<file path="src/vdp_cmd_pkg.sv">
/*
 * VDP command engine shared definitions
 * Widths, command and logical-operation codes, the screen mode type,
 * the two-way view of a VRAM byte and the per-mode helper functions
 */
package vdp_cmd_pkg;

  localparam int coord_w = 10;  // X, Y and counts
  localparam int addr_w  = 17;  // 128K byte VRAM

  typedef logic [addr_w-1:0]  vram_addr_t;
  typedef logic [coord_w-1:0] coord_t;

  typedef enum logic [1:0] {
    mode_g4 = 2'd0,  // 256 wide, 4 bpp
    mode_g5 = 2'd1,  // 512 wide, 2 bpp
    mode_g6 = 2'd2,  // 512 wide, 4 bpp
    mode_g7 = 2'd3   // 256 wide, 8 bpp
  } screen_mode_t;

  // CMR[7:4] opcodes
  localparam logic [3:0] cmd_hmmv  = 4'b1100;  // Byte fill
  localparam logic [3:0] cmd_lmmv  = 4'b1000;  // Logical fill
  localparam logic [3:0] cmd_pset  = 4'b0101;
  localparam logic [3:0] cmd_point = 4'b0100;
  localparam logic [3:0] cmd_stop  = 4'b0000;

  // Logic op codes in CMR[2:0] with CMR[3] for transparency
  localparam logic [2:0] lop_imp = 3'b000;
  localparam logic [2:0] lop_and = 3'b001;
  localparam logic [2:0] lop_or  = 3'b010;
  localparam logic [2:0] lop_xor = 3'b011;
  localparam logic [2:0] lop_not = 3'b100;

  // Register numbers counted from R32
  localparam logic [3:0] reg_clr = 4'd12;  // R44
  localparam logic [3:0] reg_arg = 4'd13;  // R45
  localparam logic [3:0] reg_cmr = 4'd14;  // R46

  // One VRAM byte with the leftmost pixel always in the high bits
  typedef union packed {
    logic [1:0][3:0] nib;   // G4 and G6
    logic [3:0][1:0] dot2;  // G5
    logic [7:0]      raw;   // G7
  } pix_byte_u;

  // HMMV and the other high-speed moves work on whole bytes
  function automatic logic is_byte_cmd(input logic [7:0] cmr);
    return cmr[7:6] == 2'b11;
  endfunction

  // Bits of CLR that make up one pixel
  function automatic logic [7:0] col_mask(input screen_mode_t mode, input logic byte_op);
    if (byte_op) begin
      return 8'hff;
    end
    case (mode)
      mode_g4, mode_g6: return 8'h0f;
      mode_g5:          return 8'h03;
      default:          return 8'hff;
    endcase
  endfunction

  // Right screen edge or a wrap below zero
  function automatic logic x_limit_hit(input screen_mode_t mode, input coord_t x);
    case (mode)
      mode_g5, mode_g6: return x[9];         // 512 dots
      default:          return x[9] | x[8];  // 256 dots
    endcase
  endfunction

endpackage

</file>
<file path="src/vdp_cmd_engine.sv">
`timescale 1ns/1ps
/*
 * VDP drawing command engine, top level
 * Register file, sequencer and pixel logic unit
 */
module vdp_cmd_engine (
  input  logic                      clk,
  input  logic                      reset,
  input  logic                      reg_wr_req,
  input  logic [3:0]                reg_num,
  input  logic [7:0]                reg_data,
  input  logic                      cmd_enable,
  input  vdp_cmd_pkg::screen_mode_t screen_mode,
  input  logic                      vram_rd_ack,
  input  logic                      vram_wr_ack,
  input  logic [7:0]                vram_rd_data,
  output logic                      reg_wr_ack,
  output logic                      vram_rd_req,
  output logic                      vram_wr_req,
  output vdp_cmd_pkg::vram_addr_t   vram_addr,
  output logic [7:0]                vram_wr_data,
  output logic [7:0]                clr,
  output logic                      ce,
  output logic [3:0]                current_command
);

  logic                cmd_start;
  vdp_cmd_pkg::coord_t sx, sy, dx, dy, nx, ny;
  logic                dix, diy;
  logic [7:0]          cmd;
  logic                point_load;
  logic [7:0]          point_color;
  logic [1:0]          x_low;
  logic [7:0]          rd_byte;
  logic [7:0]          merged_byte;

  assign current_command = cmd[7:4];  // CMR opcode field

  vdp_cmd_regs i_vdp_cmd_regs (
    .clk, .reset, .reg_wr_req, .reg_num, .reg_data, .cmd_enable, .screen_mode,
    .ce, .point_load, .point_color, .reg_wr_ack, .cmd_start,
    .sx, .sy, .dx, .dy, .nx, .ny, .dix, .diy, .cmd, .clr
  );

  vdp_cmd_seq i_vdp_cmd_seq (
    .clk, .reset, .cmd_start, .sx, .sy, .dx, .dy, .nx, .ny, .dix, .diy,
    .cmd, .clr, .screen_mode, .vram_rd_ack, .vram_wr_ack, .vram_rd_data,
    .merged_byte, .ce, .vram_rd_req, .vram_wr_req, .vram_addr, .vram_wr_data,
    .x_low, .rd_byte, .point_load
  );

  vdp_pixel_logic i_vdp_pixel_logic (
    .rd_byte, .x_low, .clr, .cmd, .screen_mode, .point_color, .merged_byte
  );

endmodule

</file>
<file path="src/vdp_cmd_regs.sv">
`timescale 1ns/1ps
/*
 * VDP command register file, R32 to R46
 * Takes CPU writes over the toggle handshake, splits them into byte lanes
 * and fires the command start on an accepted CMR write
 */
module vdp_cmd_regs (
  input  logic                      clk,
  input  logic                      reset,
  input  logic                      reg_wr_req,
  input  logic [3:0]                reg_num,
  input  logic [7:0]                reg_data,
  input  logic                      cmd_enable,
  input  vdp_cmd_pkg::screen_mode_t screen_mode,
  input  logic                      ce,
  input  logic                      point_load,
  input  logic [7:0]                point_color,
  output logic                      reg_wr_ack,
  output logic                      cmd_start,
  output vdp_cmd_pkg::coord_t       sx,
  output vdp_cmd_pkg::coord_t       sy,
  output vdp_cmd_pkg::coord_t       dx,
  output vdp_cmd_pkg::coord_t       dy,
  output vdp_cmd_pkg::coord_t       nx,
  output vdp_cmd_pkg::coord_t       ny,
  output logic                      dix,
  output logic                      diy,
  output logic [7:0]                cmd,
  output logic [7:0]                clr
);

  logic       wr_fire;   // pending CPU write
  logic       clr_wr;    // this write targets CLR
  logic [7:0] clr_mask;

  assign wr_fire  = (reg_wr_req != reg_wr_ack);
  assign clr_wr   = wr_fire && (reg_num == vdp_cmd_pkg::reg_clr);
  assign clr_mask = vdp_cmd_pkg::col_mask(screen_mode, vdp_cmd_pkg::is_byte_cmd(cmd));

  // Handshake, ARG, CMR and CLR
  always_ff @(posedge clk or posedge reset) begin
    if (reset) begin
      reg_wr_ack <= 1'b0;
      cmd_start  <= 1'b0;
      dix        <= 1'b0;
      diy        <= 1'b0;
      cmd        <= 8'h00;
      clr        <= 8'h00;
    end else begin
      cmd_start <= 1'b0;  // single cycle pulse
      if (wr_fire) begin
        reg_wr_ack <= ~reg_wr_ack;
        case (reg_num)
          vdp_cmd_pkg::reg_arg: begin
            dix <= reg_data[2];
            diy <= reg_data[3];
          end
          vdp_cmd_pkg::reg_cmr: begin
            cmd       <= reg_data;
            cmd_start <= cmd_enable;  // restarts a running command too
          end
          default: ;
        endcase
      end
      if (clr_wr) begin
        // Running command only sees one pixel worth of colour
        clr <= ce ? (reg_data & clr_mask) : reg_data;
      end else if (point_load) begin
        clr <= point_color;  // POINT result
      end
    end
  end

  // Coordinate and size byte lanes
  always_ff @(posedge clk) begin
    if (wr_fire) begin
      case (reg_num)
        4'd0:  sx[7:0] <= reg_data;       // R32
        4'd1:  sx[9:8] <= reg_data[1:0];  // R33
        4'd2:  sy[7:0] <= reg_data;       // R34
        4'd3:  sy[9:8] <= reg_data[1:0];  // R35
        4'd4:  dx[7:0] <= reg_data;       // R36
        4'd5:  dx[9:8] <= reg_data[1:0];  // R37
        4'd6:  dy[7:0] <= reg_data;       // R38
        4'd7:  dy[9:8] <= reg_data[1:0];  // R39
        4'd8:  nx[7:0] <= reg_data;       // R40
        4'd9:  nx[9:8] <= reg_data[1:0];  // R41
        4'd10: ny[7:0] <= reg_data;       // R42
        4'd11: ny[9:8] <= reg_data[1:0];  // R43
        default: ;
      endcase
    end
  end

endmodule

</file>
<file path="src/vdp_cmd_seq.sv">
`timescale 1ns/1ps
/*
 * VDP command sequencer
 * Steps X, Y and the counts of HMMV, LMMV, PSET and POINT, builds the
 * VRAM byte address per screen mode and drives the read and write toggles
 */
module vdp_cmd_seq (
  input  logic                      clk,
  input  logic                      reset,
  input  logic                      cmd_start,
  input  vdp_cmd_pkg::coord_t       sx,
  input  vdp_cmd_pkg::coord_t       sy,
  input  vdp_cmd_pkg::coord_t       dx,
  input  vdp_cmd_pkg::coord_t       dy,
  input  vdp_cmd_pkg::coord_t       nx,
  input  vdp_cmd_pkg::coord_t       ny,
  input  logic                      dix,
  input  logic                      diy,
  input  logic [7:0]                cmd,
  input  logic [7:0]                clr,
  input  vdp_cmd_pkg::screen_mode_t screen_mode,
  input  logic                      vram_rd_ack,
  input  logic                      vram_wr_ack,
  input  logic [7:0]                vram_rd_data,
  input  logic [7:0]                merged_byte,
  output logic                      ce,
  output logic                      vram_rd_req,
  output logic                      vram_wr_req,
  output vdp_cmd_pkg::vram_addr_t   vram_addr,
  output logic [7:0]                vram_wr_data,
  output logic [1:0]                x_low,
  output logic [7:0]                rd_byte,
  output logic                      point_load
);

  typedef enum logic [3:0] {
    st_idle, st_chk_loop, st_pre_rd, st_wait_pre_rd,
    st_wr, st_wait_wr, st_rd, st_wait_rd, st_end
  } state_t;

  state_t              state;
  vdp_cmd_pkg::coord_t x_w, y_w;    // Working DX and DY
  vdp_cmd_pkg::coord_t nx_w, ny_w;  // Remaining columns and rows
  vdp_cmd_pkg::coord_t nx_count;    // NX in steps
  vdp_cmd_pkg::coord_t x_step, y_step;
  logic                init_q;      // First pass through check-loop
  logic                byte_op;
  logic                row_end, area_end;
  logic                bus_idle;    // No VRAM transaction in flight
  logic [3:0]          op;

  assign op       = cmd[7:4];
  assign byte_op  = vdp_cmd_pkg::is_byte_cmd(cmd);
  assign bus_idle = (vram_rd_req == vram_rd_ack) && (vram_wr_req == vram_wr_ack);
  assign y_step   = diy ? '1 : vdp_cmd_pkg::coord_t'(1);
  assign area_end = (ny_w == vdp_cmd_pkg::coord_t'(1)) || (diy && (y_w == '0));

  // Byte commands move by whole bytes
  always_comb begin
    x_step   = vdp_cmd_pkg::coord_t'(1);
    nx_count = nx;
    if (byte_op) begin
      case (screen_mode)
        vdp_cmd_pkg::mode_g4, vdp_cmd_pkg::mode_g6: begin
          x_step   = vdp_cmd_pkg::coord_t'(2);
          nx_count = {1'b0, nx[9:1]};
        end
        vdp_cmd_pkg::mode_g5: begin
          x_step   = vdp_cmd_pkg::coord_t'(4);
          nx_count = {2'b00, nx[9:2]};
        end
        default: ;
      endcase
    end
    if (dix) begin
      x_step = -x_step;  // Leftwards
    end
  end

  always_comb begin
    case (op)
      vdp_cmd_pkg::cmd_hmmv, vdp_cmd_pkg::cmd_lmmv:
        row_end = (nx_w == '0) || vdp_cmd_pkg::x_limit_hit(screen_mode, x_w);
      default: row_end = 1'b1;  // single pixel commands
    endcase
  end

  // Byte address of pixel (x, y)
  function automatic vdp_cmd_pkg::vram_addr_t pix_addr(input vdp_cmd_pkg::screen_mode_t m,
                                                       input vdp_cmd_pkg::coord_t y,
                                                       input vdp_cmd_pkg::coord_t x);
    case (m)
      vdp_cmd_pkg::mode_g4: return {y[9:0], x[7:1]};  // 128 bytes a line
      vdp_cmd_pkg::mode_g5: return {y[9:0], x[8:2]};
      vdp_cmd_pkg::mode_g6: return {y[8:0], x[8:1]};  // 256 bytes a line
      default:              return {y[8:0], x[7:0]};
    endcase
  endfunction

  always_ff @(posedge clk or posedge reset) begin
    if (reset) begin
      state        <= st_idle;
      ce           <= 1'b0;
      init_q       <= 1'b0;
      point_load   <= 1'b0;
      vram_rd_req  <= 1'b0;
      vram_wr_req  <= 1'b0;
      vram_addr    <= '0;
      vram_wr_data <= 8'h00;
      x_low        <= 2'b00;
      rd_byte      <= 8'h00;
      x_w          <= '0;
      y_w          <= '0;
      nx_w         <= '0;
      ny_w         <= '0;
    end else begin
      point_load <= 1'b0;
      if (cmd_start) begin  // New command aborts the old one
        ce     <= 1'b1;
        init_q <= 1'b1;
        x_w    <= dx;
        y_w    <= dy;
        nx_w   <= nx_count;
        ny_w   <= ny;
        state  <= st_chk_loop;
      end else begin
        case (state)
          st_idle: ce <= 1'b0;
          st_chk_loop: begin
            init_q <= 1'b0;
            if (!init_q && row_end && area_end) begin
              state <= st_end;
            end else begin
              case (op)
                vdp_cmd_pkg::cmd_hmmv:  state <= st_wr;  // no read needed
                vdp_cmd_pkg::cmd_lmmv,
                vdp_cmd_pkg::cmd_pset:  state <= st_pre_rd;
                vdp_cmd_pkg::cmd_point: state <= st_rd;
                vdp_cmd_pkg::cmd_stop:  state <= st_end;
                default:                state <= st_end;
              endcase
            end
            if (!init_q && row_end) begin  // Next row
              x_w  <= dx;
              nx_w <= nx_count;
              ny_w <= ny_w - 1'b1;
              y_w  <= y_w + y_step;
            end
          end
          st_pre_rd: if (bus_idle) begin
            vram_addr   <= pix_addr(screen_mode, y_w, x_w);
            x_low       <= x_w[1:0];
            vram_rd_req <= ~vram_rd_ack;
            state       <= st_wait_pre_rd;
          end
          st_wait_pre_rd: if (vram_rd_req == vram_rd_ack) begin
            rd_byte <= vram_rd_data;  // Destination for the logic op
            state   <= st_wr;
          end
          st_wr: if (bus_idle) begin
            vram_addr    <= pix_addr(screen_mode, y_w, x_w);
            vram_wr_data <= byte_op ? clr : merged_byte;
            vram_wr_req  <= ~vram_wr_ack;
            state        <= st_wait_wr;
          end
          st_wait_wr: if (vram_wr_req == vram_wr_ack) begin
            if (op == vdp_cmd_pkg::cmd_pset) begin
              state <= st_end;
            end else begin
              x_w   <= x_w + x_step;
              nx_w  <= nx_w - 1'b1;
              state <= st_chk_loop;
            end
          end
          st_rd: if (bus_idle) begin  // POINT reads from SX, SY
            vram_addr   <= pix_addr(screen_mode, sy, sx);
            x_low       <= sx[1:0];
            vram_rd_req <= ~vram_rd_ack;
            state       <= st_wait_rd;
          end
          st_wait_rd: if (vram_rd_req == vram_rd_ack) begin
            rd_byte    <= vram_rd_data;
            point_load <= 1'b1;  // Pixel logic extracts it next cycle
            state      <= st_end;
          end
          st_end: begin
            ce    <= 1'b0;
            state <= st_idle;
          end
          default: state <= st_idle;
        endcase
      end
    end
  end

endmodule

</file>
<file path="src/vdp_pixel_logic.sv">
`timescale 1ns/1ps
/*
 * VDP pixel logic unit
 * Picks the addressed pixel out of a VRAM byte, applies the logical
 * operation with CLR and merges the result back into the byte
 */
module vdp_pixel_logic (
  input  logic [7:0]                rd_byte,
  input  logic [1:0]                x_low,
  input  logic [7:0]                clr,
  input  logic [7:0]                cmd,
  input  vdp_cmd_pkg::screen_mode_t screen_mode,
  output logic [7:0]                point_color,
  output logic [7:0]                merged_byte
);

  vdp_cmd_pkg::pix_byte_u dst_u;   // Byte as read
  vdp_cmd_pkg::pix_byte_u out_u;   // Byte to write back
  logic [7:0]             mask;
  logic [7:0]             src_col; // CLR cut to pixel width
  logic [7:0]             lop_res;
  logic                   byte_op;
  logic                   nib_sel;
  logic [1:0]             dot_sel;

  assign byte_op = vdp_cmd_pkg::is_byte_cmd(cmd);
  assign mask    = vdp_cmd_pkg::col_mask(screen_mode, byte_op);
  assign src_col = clr & mask;
  assign dst_u   = rd_byte;
  assign nib_sel = ~x_low[0];  // Even X in the high nibble
  assign dot_sel = ~x_low;     // X mod 4 = 0 in bits 7:6

  // Addressed pixel right aligned
  always_comb begin
    if (byte_op) begin
      point_color = dst_u.raw;
    end else begin
      case (screen_mode)
        vdp_cmd_pkg::mode_g4,
        vdp_cmd_pkg::mode_g6: point_color = {4'h0, dst_u.nib[nib_sel]};
        vdp_cmd_pkg::mode_g5: point_color = {6'b000000, dst_u.dot2[dot_sel]};
        default:              point_color = dst_u.raw;
      endcase
    end
  end

  // Logical operation that keeps the destination on a transparent zero source
  always_comb begin
    lop_res = point_color;
    if (!(cmd[3] && (src_col == 8'h00))) begin
      case (cmd[2:0])
        vdp_cmd_pkg::lop_imp: lop_res = src_col;
        vdp_cmd_pkg::lop_and: lop_res = src_col & point_color;
        vdp_cmd_pkg::lop_or:  lop_res = src_col | point_color;
        vdp_cmd_pkg::lop_xor: lop_res = src_col ^ point_color;
        vdp_cmd_pkg::lop_not: lop_res = ~src_col & mask;
        default: ;  // undefined codes leave the pixel
      endcase
    end
  end

  // Put the pixel back with neighbours untouched
  always_comb begin
    out_u = dst_u;
    if (byte_op) begin
      out_u.raw = lop_res;
    end else begin
      case (screen_mode)
        vdp_cmd_pkg::mode_g4,
        vdp_cmd_pkg::mode_g6: out_u.nib[nib_sel]  = lop_res[3:0];
        vdp_cmd_pkg::mode_g5: out_u.dot2[dot_sel] = lop_res[1:0];
        default:              out_u.raw           = lop_res;
      endcase
    end
  end

  assign merged_byte = out_u.raw;

endmodule
</file>
<file path="config.mk">
export PLATFORM = sky130hd
export DESIGN_NAME = vdp_cmd_engine
export DESIGN_NICKNAME = d
export VERILOG_FILES = /design/src/vdp_cmd_pkg.sv /design/src/vdp_cmd_engine.sv /design/src/vdp_cmd_regs.sv /design/src/vdp_cmd_seq.sv /design/src/vdp_pixel_logic.sv
export SDC_FILE = /design/constraint.sdc
export NUM_CORES = 1
export LEC_CHECK = 0
export BUFFER_PORTS_ARGS = -buffer_cell sky130_fd_sc_hd__buf_4
export CAP_MARGIN = 20
export CORE_MARGIN = 4
export CORE_UTILIZATION = 50
export CTS_BUF_LIST = sky130_fd_sc_hd__clkbuf_4
export DETAILED_ROUTE_END_ITERATION = 12
export GPL_ROUTABILITY_DRIVEN = 0
export GPL_TIMING_DRIVEN = 1
export PLACE_DENSITY = 0.75
export REMOVE_ABC_BUFFERS = 1
export SKIP_CTS_REPAIR_TIMING = 1
export SLEW_MARGIN = 0
export SYNTH_ARGS = -nofsm -noshare
export SYNTH_HDL_FRONTEND = slang
export SYNTH_HIERARCHICAL = 1
export SYNTH_SLANG_ARGS = --single-unit
</file>
<file path="constraint.sdc">
create_clock -name clk -period 3.82 [get_ports clk]
set_input_delay 0.764 -clock clk [delete_from_list [all_inputs] [get_ports clk]]
set_output_delay 0.764 -clock clk [all_outputs]
set_load 0.01 [all_outputs]
</file>
==> impl_metrics.csv <==
group,metric,value,unit
clocking,clk_pin_slew_worst_paths,0.14,ns
clocking,cts_root_buf,"clkbuf_4",
floorplanning,die_w,147,um
setup_path,critPathLaunchType,"flip-flop",
detailed_routing,routedWlPerCell,18.6,um
clocking,cts_made_buffers,17,
global_routing,grt_pass1_vias,7352,
place,dp_slack,0.117,ns
logic_synthesis,syn_inst,975,
detailed_routing,drc,0,
power,finalPower,7.62,mW
sta,period_needed,3.34,ns
layout,fin_area,10800,um^2
floorplanning,dieArea,21700,um^2
setup_path,cp.arrival,3.78,ns
clocking,clk_latency,0.57,ns
setup_path,r2r_start,"i_vdp_cmd_seq/x_low[0]$_DFFE_PP0P_",
sta,min_period_over_period,87.4,%
layout,stdcell_count,1310,
place,post-dp-hpwl,17400,um
power,max-vdd-ir-drop,0.272,mV
setup_path,slowest_delay,0.66,ns
setup_path,worst_setup_path_end_kind,"flip-flop",
place,portBuffers,68,
floorplanning,die_h,147,um
floorplanning,ios,69,
sta,whs,0.258,ns
logic_synthesis,yosysWarnings,6,
clocking,clock_sinks,163,
clocking,cts_tree,"built",
sta,setup_viol_count_final,0,
layout,final_common_cell,"dfrtp_1",
layout,finalNetCount,1107,
sta,grt_setup_unrepaired,"false",
floorplanning,start_util,51.3,%
logic_synthesis,syn_area,9700,um^2
layout,final_cell_mix,"104 x dfrtp_1, 94 x buf_4, 93 x nand2_1",
outcome,status,"finished clean",
sta,maxSlewViolCount,0,
detailed_routing,dr.pass1.iters,6,
setup_path,rrSetupSlack,0.48,ns
sta,setup_slack,0.481,ns
sta,skew,0.0192,ns
layout,layout-drive-gt1-share,17.2,%
setup_path,cpMaxStageDelayCell,"dfrtp_1",
worst_hold_path,hold_class,"input port to asynchronous set/reset pin",
global_routing,grt_max_degree,42,
detailed_routing,vias,7849,
logic_synthesis,syn_avg_cell_area,9.95,um^2
sta,relSlewSlack,41.7,%
power,leakagePower,4.46,nW
clocking,htree_levels,4,
place,postPlaceCellArea,10500,um^2
setup_path,worstPathMaxFanout,16,
floorplanning,core_area,18900,um^2
clocking,clockBufferDepth,2,
power,power.density,706,nW/um^2
setup_path,rr_endpoint,"i_vdp_cmd_seq/vram_wr_data[3]$_DFFE_PP0P_",
setup_path,reg2reg_depth,11,
global_routing,antenna_found_initial,1,
flow_run,max_cap_viol_count,0,
detailed_routing,wl,24400,um
global_routing,grt_pass1_wl,39300,um
sta,tightest_slew,0.874,ns
detailed_routing,ant_nets,0,
setup_path,crit_chain,"nor2b_1 -> a2111oi_0 -> nor3_1 -> ha_1 -> mux2_2 -> a211oi_1 -> nor2_1 -> o32ai_1 -> o221ai_1 -> mux2i_1 -> o21ai_0",
layout,syn_to_final_growth,11.3,%
sta,final.setup.tns,0,ns
layout,final_util,57.1,%
detailed_routing,first_iter_violations,732,
sta,hold_violations,0,
global_routing,grt_overflow,0,
setup_path,worst-setup-path-type,"flip-flop to flip-flop",
sta,max_freq,300,MHz
floorplanning,rows,50,
place,placed_cells,1277,
global_routing,grt.total_usage,22.8,%
detailed_routing,via_per_inst,5.99,
setup_path,required,4.26,ns
-- cell type report --
type,instances,area (um^2)
Timing Repair Buffer,94,706
Clock inverter,15,179
Inverter,41,155
Sequential cell,163,4370
Multi-Input combinational cell,719,4920
Tap cell,260,325
Clock buffer,17,128
Fill cell,1680,8100
Antenna cell,1,2.50
-- flip-flops by register name (all words and copies together), names as in the netlist, 2 cells and up --
signal                      cells
i_vdp_cmd_seq/rd_byte           8
i_vdp_cmd_regs/nx              10
i_vdp_cmd_seq/nx_w             10
i_vdp_cmd_regs/sx               9
i_vdp_cmd_seq/vram_wr_data      8
i_vdp_cmd_seq/state             4
i_vdp_cmd_seq/x_w              10
i_vdp_cmd_seq/x_low             2
i_vdp_cmd_regs/dx              10
i_vdp_cmd_regs/ny              10
i_vdp_cmd_regs/dy              10
i_vdp_cmd_regs/cmd              8
i_vdp_cmd_seq/y_w              10
i_vdp_cmd_regs/sy              10
i_vdp_cmd_regs/clr              8
i_vdp_cmd_seq/vram_addr        17
i_vdp_cmd_seq/ny_w             10
-- worst max path at each step --
stage | depth (start not counted) | to | start
final | 11 | i_vdp_cmd_seq/vram_wr_data[3]$_DFFE_PP0P_ | i_vdp_cmd_seq/x_low[0]$_DFFE_PP0P_
after CTS | 11 | i_vdp_cmd_seq/vram_wr_data[3]$_DFFE_PP0P_ | i_vdp_cmd_seq/x_low[0]$_DFFE_PP0P_
after global routing | 11 | i_vdp_cmd_seq/vram_wr_data[3]$_DFFE_PP0P_ | i_vdp_cmd_seq/x_low[0]$_DFFE_PP0P_
after detailed placement | 14 | i_vdp_cmd_seq/vram_wr_data[3]$_DFFE_PP0P_ | screen_mode[0]
after floorplan | 6 | i_vdp_cmd_seq/vram_addr[6]$_DFFE_PP0P_ | i_vdp_cmd_seq/state[2]$_DFFE_PP0P_
after global placement | 15 | i_vdp_cmd_seq/x_w[9]$_DFFE_PP0P_ | screen_mode[0]
-- routing by layer --
metal | global-route usage (%) | wire length (um) | vias to the layer above
met4 | 7.50 | 580 | 0
met2 | 35.6 | 11300 | 300
met5 | 0 | 0 | -
met3 | 4.44 | 1580 | 48
li1 | - | - | 3727
met1 | 32.1 | 11000 | 3774
-- worst max-delay path: cells and delay by family, from the launching register on --
kind | cells | cell delay, ns
muxes | 2 | 0.43
AOI/OAI and AO/OA | 5 | 1.52
DFF | 1 | 0.66
and+or+nand+nor | 3 | 0.30
adders and majority gates | 1 | 0.32
-- report_power, final --
group	total, mW	switching, mW	internal, mW	leakage (nW)
Combinational	3.52	1.90	1.62	2.47
Clock	1.10	0.634	0.462	0.166
Sequential	3.00	0.715	2.29	1.83
Total	7.62	3.25	4.37	4.46
Power figures use the tool's default switching activity.
